<file path="src/verilog/unpack_pkg.sv">
`default_nettype none

package unpack_pkg;

    // width of the word count field in a command
    localparam int WLEN_MAX = 12;

    // one unpack request from the register block
    typedef struct packed {
        // byte offset of the first word inside the first packed word
        logic [1:0]          offset;
        // bytes per word minus one
        logic [1:0]          bpw;
        // number of words to produce
        logic [WLEN_MAX-1:0] words;
    } unpack_cmd_t;

    // packed little-endian input word
    typedef struct packed {
        logic [31:0] data;
    } pack_word_t;

    // unpacked output beat, bytes at the low end
    typedef struct packed {
        logic        last;
        logic [31:0] data;
    } unpack_beat_t;

endpackage

`default_nettype wire

</file>
<file path="src/verilog/apb_pkg.sv">
`default_nettype none

package apb_pkg;

    typedef struct packed {
        logic        psel;
        logic        penable;
        logic        pwrite;
        logic [3:0]  paddr;
        logic [31:0] pwdata;
    } apb_req_t;

    typedef struct packed {
        logic [31:0] prdata;
        logic        pready;
        logic        pslverr;
    } apb_rsp_t;

    // register map
    localparam logic [3:0] REG_CMD    = 4'h0;
    localparam logic [3:0] REG_CTRL   = 4'h4;
    localparam logic [3:0] REG_STATUS = 4'h8;

endpackage

`default_nettype wire

</file>
<file path="src/verilog/stream_fifo.sv">
`timescale 1ns/1ps
`default_nettype none

module stream_fifo #(
    parameter type T          = logic [31:0],
    parameter int  FIFO_DEPTH = 4
) (
    input  logic clk,
    input  logic rst,
    input  logic in_valid,
    output logic in_ready,
    input  T     in_data,
    output logic out_valid,
    input  logic out_ready,
    output T     out_data
);
    localparam int PTR_W = (FIFO_DEPTH > 1) ? $clog2(FIFO_DEPTH) : 1;
    localparam int CNT_W = $clog2(FIFO_DEPTH + 1);

    T                 mem [FIFO_DEPTH];
    logic [PTR_W-1:0] wr_ptr;
    logic [PTR_W-1:0] rd_ptr;
    logic [CNT_W-1:0] count;
    logic [CNT_W-1:0] next_count;
    logic             push;
    logic             pop;

    assign push = in_valid && in_ready;
    assign pop  = out_valid && out_ready;

    always_comb begin
        next_count = count;
        if (push && !pop) begin
            next_count = count + 1'b1;
        end else if (pop && !push) begin
            next_count = count - 1'b1;
        end
    end

    always_ff @(posedge clk) begin
        if (rst) begin
            wr_ptr    <= '0;
            rd_ptr    <= '0;
            count     <= '0;
            in_ready  <= 1'b0;
            out_valid <= 1'b0;
        end else begin
            if (push) begin
                wr_ptr <= (wr_ptr == PTR_W'(FIFO_DEPTH - 1)) ? '0 : wr_ptr + 1'b1;
            end
            if (pop) begin
                rd_ptr <= (rd_ptr == PTR_W'(FIFO_DEPTH - 1)) ? '0 : rd_ptr + 1'b1;
            end
            count     <= next_count;
            // flags follow the new fill level
            in_ready  <= (next_count != CNT_W'(FIFO_DEPTH));
            out_valid <= (next_count != '0);
        end
    end

    always_ff @(posedge clk) begin
        if (push) begin
            mem[wr_ptr] <= in_data;
        end
    end

    assign out_data = mem[rd_ptr];

endmodule

`default_nettype wire

</file>
<file path="src/verilog/data_unpacker.sv">
`timescale 1ns/1ps
`default_nettype none

module data_unpacker #(
    parameter int WORDS_ZERO = 0
) (
    input  logic                     clk,
    input  logic                     rst,
    input  unpack_pkg::unpack_cmd_t  cmd,
    input  logic                     cmd_valid,
    output logic                     cmd_ready,
    output logic                     cmd_done,
    input  logic                     in_valid,
    output logic                     in_ready,
    input  unpack_pkg::pack_word_t   in_word,
    output logic                     out_valid,
    input  logic                     out_ready,
    output unpack_pkg::unpack_beat_t out_beat
);
    import unpack_pkg::*;

    logic                cmd_xfer;
    logic                in_xfer;
    logic                set_out_valid;
    logic                set_in_ready;

    // active command state
    logic                c_valid;
    logic                c_init;
    logic                c_last;
    logic [WLEN_MAX-1:0] c_words;
    logic [1:0]          c_bpw;
    logic [3:0]          c_mask;
    logic                c_finish;

    // leftover bytes of the previous input word
    logic [1:0]          buf_cnt;
    logic [1:0]          next_buf_cnt;
    logic [23:0]         buf_data;
    logic [31:0]         joined;
    logic [31:0]         byte_mask;

    logic                in_ready_pre;

    assign cmd_ready = !c_valid;
    assign cmd_xfer  = cmd_valid && cmd_ready;
    assign in_xfer   = in_valid && in_ready;
    assign c_finish  = c_last && set_out_valid;

    always_ff @(posedge clk) begin
        if (rst) begin
            c_valid  <= 1'b0;
            cmd_done <= 1'b0;
        end else begin
            c_valid  <= (c_valid && !c_finish) || cmd_xfer;
            cmd_done <= c_valid && c_finish;
        end
    end

    always_ff @(posedge clk) begin
        if (in_xfer) begin
            c_init <= 1'b0;
        end
        if (set_out_valid && !c_last) begin
            c_last  <= (WORDS_ZERO != 0) ? (c_words == WLEN_MAX'(1)) :
                                           (c_words == WLEN_MAX'(2));
            c_words <= c_words - 1'b1;
        end
        if (cmd_xfer) begin
            // nonzero offset needs one word fetched before any output
            c_init  <= (cmd.offset != 2'd0);
            c_last  <= (WORDS_ZERO != 0) ? (cmd.words == '0) :
                                           (cmd.words == WLEN_MAX'(1));
            c_words <= cmd.words;
            c_bpw   <= cmd.bpw;
            case (cmd.bpw)
                2'd0:    c_mask <= 4'b0001;
                2'd1:    c_mask <= 4'b0011;
                2'd2:    c_mask <= 4'b0111;
                default: c_mask <= 4'b1111;
            endcase
        end
    end

    always_ff @(posedge clk) begin
        if (rst) begin
            buf_cnt <= 2'd0;
        end else begin
            buf_cnt <= next_buf_cnt;
        end
    end

    always_ff @(posedge clk) begin
        if (in_xfer) begin
            buf_data <= in_word.data[31:8];
        end
    end

    always_comb begin
        next_buf_cnt = buf_cnt;
        set_in_ready = 1'b0;
        if (c_valid) begin
            if (set_out_valid) begin
                next_buf_cnt = buf_cnt - c_bpw - 2'd1;
            end
            // fetch ahead when the next beat would run the buffer dry
            if (!c_last || c_init) begin
                set_in_ready = (next_buf_cnt <= c_bpw);
            end
        end
        if (cmd_xfer) begin
            // bytes left in the first word after skipping the offset
            next_buf_cnt = 2'd0 - cmd.offset;
            set_in_ready = 1'b1;
        end
    end

    always_ff @(posedge clk) begin
        if (rst) begin
            in_ready_pre <= 1'b0;
        end else if (set_in_ready) begin
            in_ready_pre <= 1'b1;
        end else if (in_xfer) begin
            in_ready_pre <= 1'b0;
        end
    end

    // no fetch while the output register is stalled
    assign in_ready = in_ready_pre && (out_ready || !out_valid);

    assign set_out_valid = c_valid && !c_init && (out_ready || !out_valid) &&
                           (!in_ready_pre || in_valid);

    always_comb begin
        case (buf_cnt)
            2'd0:    joined = in_word.data;
            2'd1:    joined = {in_word.data[23:0], buf_data[23:16]};
            2'd2:    joined = {in_word.data[15:0], buf_data[23:8]};
            default: joined = {in_word.data[7:0], buf_data};
        endcase
    end

    always_comb begin
        for (int i = 0; i < 4; i++) begin
            byte_mask[8*i +: 8] = {8{c_mask[i]}};
        end
    end

    always_ff @(posedge clk) begin
        if (rst) begin
            out_valid <= 1'b0;
        end else begin
            out_valid <= (out_valid && !out_ready) || set_out_valid;
        end
    end

    always_ff @(posedge clk) begin
        if (set_out_valid) begin
            out_beat.data <= joined & byte_mask;
            out_beat.last <= c_last;
        end
    end

endmodule

`default_nettype wire

</file>
<file path="src/verilog/unpack_regs.sv">
`timescale 1ns/1ps
`default_nettype none

module unpack_regs (
    input  logic                    clk,
    input  logic                    rst,
    input  apb_pkg::apb_req_t       apb_req,
    output apb_pkg::apb_rsp_t       apb_rsp,
    output unpack_pkg::unpack_cmd_t cmd,
    output logic                    cmd_valid,
    input  logic                    cmd_ready,
    input  logic                    cmd_done
);
    import apb_pkg::*;
    import unpack_pkg::*;

    logic        access;
    logic        wr_access;
    logic        addr_ok;
    logic        go_wr;
    logic        go_err;
    logic        busy;
    logic [15:0] done_cnt;
    logic [31:0] rdata;

    // second cycle of a transfer
    assign access    = apb_req.psel && apb_req.penable;
    assign wr_access = access && apb_req.pwrite;

    assign addr_ok = (apb_req.paddr == REG_CMD) || (apb_req.paddr == REG_CTRL) ||
                     (apb_req.paddr == REG_STATUS);
    assign go_wr   = wr_access && (apb_req.paddr == REG_CTRL) && apb_req.pwdata[0];
    assign go_err  = go_wr && busy;

    always_comb begin
        rdata = '0;
        case (apb_req.paddr)
            REG_CMD: begin
                rdata[1:0]              = cmd.offset;
                rdata[3:2]              = cmd.bpw;
                rdata[16 +: WLEN_MAX]   = cmd.words;
            end
            REG_STATUS: begin
                rdata[0]     = busy;
                rdata[31:16] = done_cnt;
            end
            // go is self clearing, reads back as zero
            default: rdata = '0;
        endcase
    end

    assign apb_rsp = '{
        prdata:  rdata,
        pready:  1'b1,
        pslverr: access && (!addr_ok || go_err)
    };

    always_ff @(posedge clk) begin
        if (wr_access && (apb_req.paddr == REG_CMD)) begin
            cmd.offset <= apb_req.pwdata[1:0];
            cmd.bpw    <= apb_req.pwdata[3:2];
            cmd.words  <= apb_req.pwdata[16 +: WLEN_MAX];
        end
    end

    always_ff @(posedge clk) begin
        if (rst) begin
            cmd_valid <= 1'b0;
            busy      <= 1'b0;
            done_cnt  <= '0;
        end else begin
            if (cmd_valid && cmd_ready) begin
                cmd_valid <= 1'b0;
            end
            if (cmd_done) begin
                busy     <= 1'b0;
                done_cnt <= done_cnt + 1'b1;
            end
            // rejected go leaves everything as it was
            if (go_wr && !busy) begin
                cmd_valid <= 1'b1;
                busy      <= 1'b1;
            end
        end
    end

endmodule

`default_nettype wire

</file>
<file path="src/verilog/unpack_top.sv">
`timescale 1ns/1ps
`default_nettype none

module unpack_top #(
    parameter int WORDS_ZERO = 0,
    parameter int FIFO_DEPTH = 4
) (
    input  logic                     clk,
    input  logic                     rst,
    input  apb_pkg::apb_req_t        apb_req,
    output apb_pkg::apb_rsp_t        apb_rsp,
    input  logic                     in_valid,
    output logic                     in_ready,
    input  unpack_pkg::pack_word_t   in_data,
    output logic                     out_valid,
    input  logic                     out_ready,
    output unpack_pkg::unpack_beat_t out_beat
);
    import unpack_pkg::*;

    unpack_cmd_t  cmd;
    logic         cmd_valid;
    logic         cmd_ready;
    logic         cmd_done;

    // input FIFO to unpacker
    pack_word_t   fifo_word;
    logic         fifo_valid;
    logic         fifo_ready;

    // unpacker to output FIFO
    unpack_beat_t beat;
    logic         beat_valid;
    logic         beat_ready;

    unpack_regs u_regs (
        .clk       (clk),
        .rst       (rst),
        .apb_req   (apb_req),
        .apb_rsp   (apb_rsp),
        .cmd       (cmd),
        .cmd_valid (cmd_valid),
        .cmd_ready (cmd_ready),
        .cmd_done  (cmd_done)
    );

    stream_fifo #(
        .T          (pack_word_t),
        .FIFO_DEPTH (FIFO_DEPTH)
    ) in_fifo (
        .clk       (clk),
        .rst       (rst),
        .in_valid  (in_valid),
        .in_ready  (in_ready),
        .in_data   (in_data),
        .out_valid (fifo_valid),
        .out_ready (fifo_ready),
        .out_data  (fifo_word)
    );

    data_unpacker #(
        .WORDS_ZERO (WORDS_ZERO)
    ) u_unpacker (
        .clk       (clk),
        .rst       (rst),
        .cmd       (cmd),
        .cmd_valid (cmd_valid),
        .cmd_ready (cmd_ready),
        .cmd_done  (cmd_done),
        .in_valid  (fifo_valid),
        .in_ready  (fifo_ready),
        .in_word   (fifo_word),
        .out_valid (beat_valid),
        .out_ready (beat_ready),
        .out_beat  (beat)
    );

    stream_fifo #(
        .T          (unpack_beat_t),
        .FIFO_DEPTH (FIFO_DEPTH)
    ) out_fifo (
        .clk       (clk),
        .rst       (rst),
        .in_valid  (beat_valid),
        .in_ready  (beat_ready),
        .in_data   (beat),
        .out_valid (out_valid),
        .out_ready (out_ready),
        .out_data  (out_beat)
    );

endmodule

`default_nettype wire

</file>
<file path="config.mk">
export PLATFORM = sky130hd
export DESIGN_NAME = unpack_top
export DESIGN_NICKNAME = d
export VERILOG_FILES = /design/src/verilog/unpack_pkg.sv /design/src/verilog/apb_pkg.sv /design/src/verilog/stream_fifo.sv /design/src/verilog/data_unpacker.sv /design/src/verilog/unpack_regs.sv /design/src/verilog/unpack_top.sv
export SDC_FILE = /design/constraint.sdc
export NUM_CORES = 1
export LEC_CHECK = 0
export BUFFER_PORTS_ARGS = -buffer_cell sky130_fd_sc_hd__buf_2
export CORE_UTILIZATION = 50
export DETAILED_ROUTE_END_ITERATION = 8
export PLACE_DENSITY = 0.67
export SLEW_MARGIN = 40
export SYNTH_ARGS = -nofsm -noshare
export SYNTH_HDL_FRONTEND = slang
export SYNTH_SLANG_ARGS = --single-unit
</file>
<file path="constraint.sdc">
create_clock -name clk -period 4.2 [get_ports clk]
set_input_delay 0.42 -clock clk [delete_from_list [all_inputs] [get_ports clk]]
set_output_delay 0.42 -clock clk [all_outputs]
set_load 0.02 [all_outputs]
</file>
==> key figures <==
Timing
  – Skew final: 0.0102 ns
  – Period utilization: 62.8%
  – Slew @ Worst Pin: 0.791 ns
  – Post-layout minimum cycle time: 2.64 ns
  – Worst hold slack: 0.0758 ns
  – Min setup slack post-route: 1.56 ns
  – Setup TNS: 0 ns
  – Final hold violations: 0
  – Worst rel slew slack: 47.2%
  – Final setup violation count: 0
  – RSZ-0062 raised after global routing: no
  – Max Fclk: 379 MHz
  – Final Max Tran Viols: 0

Global routing
  – Total GRT Usage: 17.4%
  – Initial antenna violation count: 2
  – Global-route wire length before repair: 43900 um
  – Vias in the first global route: 7990
  – Remaining global-route overflow: 0
  – Largest net degree at the start of global routing: 43

Power and ir drop
  – Total chip power: 8.44 mW
  – Sw frac: 20.8%
  – VDD IR max: 0.370 mV
  – Clock power share: 40.5%
  – Power density over cell area: 464 nW/um2
  – Net Sw Power: 1.75 mW
  – Int Power: 6.69 mW
  – Combinational share of power: 6.6%
  – Seq pwr share: 52.9%
  – Static leakage power: 6.24 nW

Place
  – Number of port buffers: 114
  – Dpl ws: 1.73 ns
  – Post-DP HPWL: 18100 um
  – Placer Congestion: 0.786

Clock tree
  – Post-cts sizing count: 0
  – Num Clock Sinks: 398
  – Hold-fix buffers, CTS: 0
  – Clk slew on worst S/H paths: 0.06 ns
  – CTS max path bufs: 3
  – Root Driver: clkbuf_16
  – Worst-Skew Late Latency: 0.52 ns
  – TritonCTS clock tree: done
  – TritonCTS Buffers: 40
  – CTS H-tree depth: 2
  – Total setup buffers inserted after CTS: 0

Route
  – Routed Antenna Nets: 0
  – First DRT Iteration DRCs: 595
  – Pre-antenna DRT Iters: 5
  – Routed WL per cell: 19.0 um
  – Post-route DRC: 0
  – Total Wirelength: 28000 um
  – Detailed-route via count: 8112
  – Vias/cell: 5.50

Synth
  – Most common cell in the synthesized netlist: edfxtp_1
  – Synth async-reset ratio: 0%
  – Synth top area share: 66.2%
  – Synth Register Bits: 398
  – Number of instances in the synthesized netlist: 913
  – Seq/Total Area, Yosys: 72.0%
  – Synthesized cell area: 16000 um2
  – Synth unique cells: 54
  – Mean post-synth cell area: 17.5 um2
  – Ys Warns: 0
  – EDFF count, synth: 352
  – Dominant cell type by area after synthesis: edfxtp_1
  – Synth cell count leaders: edfxtp_1, mux4_2, dfxtp_1
  – Ys flop type: edfxtp_1
  – Top cells by area, synth: edfxtp_1, mux4_2, dfxtp_1

Critical path
  – Crit end category: output port
  – Flop-to-flop setup slack: 1.76 ns
  – Reg2reg path depth: 10
  – Worst EP required: 3.78 ns
  – Critical Path Start Type: register
  – R2R Path End: u_unpacker.in_ready_pre$_SDFFE_PP0P_
  – Critical Path Fanout Max: 27
  – Critical Path End: out_beat[29]
  – Worst Path Arrival: 2.22 ns
  – Worst reg2reg path startpoint: out_fifo.in_ready$_SDFF_PP0_
  – Kind of critical path: register to output port

Flow run
  – Max-cap violation count: 0

Die
  – DIE WIDTH: 181 um
  – Num rows: 65
  – DIE HEIGHT: 181 um
  – # IOs: 144
  – Die area: 32600 um2
  – Starting Density: 50.7%
  – Core region area: 31500 um2

Min path
  – Min-Delay Path Depth: 1
  – Hold Crit Class: input pin to register

Final layout
  – Util after Layout: 57.8%
  – Fill count: 2382
  – Area Growth Syn to Fin: 13.9%
  – Layout cells sized above 1: 25.7%
  – Fin nets: 1142
  – Ant diodes: 0

Outcome
  – Run status: completed
## layout by cell type, fill, tap and decap left out, types with 12 or more instances in the layout
master | synthesis | layout
a211oi_1 | 14 | 14
a21oi_1 | 37 | 37
a22o_1 | 13 | 13
and3_1 | 14 | 14
buf_2 | 13 | 114
buf_4 | 14 | 16
clkbuf_16 | 0 | 41
conb_1 | 2 | 13
dfxtp_1 | 46 | 43
edfxtp_1 | 352 | 352
ha_1 | 21 | 21
inv_1 | 20 | 18
mux2i_1 | 39 | 39
mux4_2 | 65 | 65
nand2_1 | 36 | 36
nand3_1 | 13 | 13
nor2_1 | 39 | 39
o21ai_0 | 15 | 14
o22ai_1 | 16 | 16
xnor2_1 | 12 | 12
xor2_1 | 16 | 16
## critical path, cell delays in order (launching register included)
cell,delay (ns)
dfxtp_4,0.71
buf_4,0.30
mux4_2,0.51
buf_2,0.17
## layout make-up
class	count	area, um2	area share (%)
clock buffers	53	1090	6.00
clock inverters	16	170	0.936
inverters	23	86.3	0.475
well taps	402	503	2.77
flip-flops and latches	398	11500	63.3
repair buffers	130	691	3.80
multi-input cells	453	4140	22.8
## kinds of logic after synthesis
group	count (synthesis)	share of synthesized area (%)
flops	398	72.0
other cells	2	0.0470
compound gates	116	4.60
mux	112	12.2
buf+inv	73	2.43
fa+ha+maj	21	1.65
simple gates	163	5.57
xor+xnor	28	1.54
## through the flow
step                instance area (um2)  cells
floorplan                         16000    924
global placement                  16900   1405
detailed placement                16900   1405
CTS                               18200   1474
global route                      18200   1475
finish                            18200   1475
## power groups by stage
stage               clock (mW)  sequential [mW]  combinational, mW
global route              3.65             4.48              0.606
floorplan                    0             4.50              0.438
detailed placement           0             4.55              0.561
global placement             0             4.54              0.554
finish                    3.42             4.46              0.556
CTS                       3.50             4.47              0.563
## layer usage
metal / global-route usage, % / share of wire [%] / vias up
met1: 25.7 / 47 / 4023
met3: 3.31 / 4.6 / 49
met2: 26.3 / 46 / 203
met4: 5.03 / 2.0 / 2
met5: 0 / 0.046 / -
li1: - / - / 3835
## flip-flops by register name, indices dropped and copies added (netlist names), 2 cells and up, named ones only
name	flops
out_fifo.count	3
out_fifo.wr_ptr	2
u_regs.done_cnt	16
in_fifo.count	3
u_unpacker.buf_cnt	2
out_fifo.mem	132
u_unpacker.buf_data	24
u_unpacker.out_beat	33
in_fifo.wr_ptr	2
in_fifo.rd_ptr	2
u_unpacker.c_bpw	2
in_fifo.mem	128
u_unpacker.c_mask	3
u_unpacker.c_words	12
u_regs.cmd	16
out_fifo.rd_ptr	2
## worst min-delay path by stage
stage,from,endpoint
after floorplan,u_regs.cmd[12]$_DFFE_PP_,u_unpacker.c_bpw[0]$_DFFE_PP_
final,apb_req[23],u_regs.cmd[7]$_DFFE_PP_
after global routing,apb_req[23],u_regs.cmd[7]$_DFFE_PP_
after detailed placement,out_fifo.rd_ptr[1]$_SDFFE_PP0P_,out_fifo.rd_ptr[1]$_SDFFE_PP0P_
after global placement,u_unpacker.out_beat[20]$_DFFE_PN_,out_fifo.mem[3][20]$_DFFE_PP_
after CTS,apb_req[20],u_regs.cmd[4]$_DFFE_PP_
(Power assumes the default switching activity.)
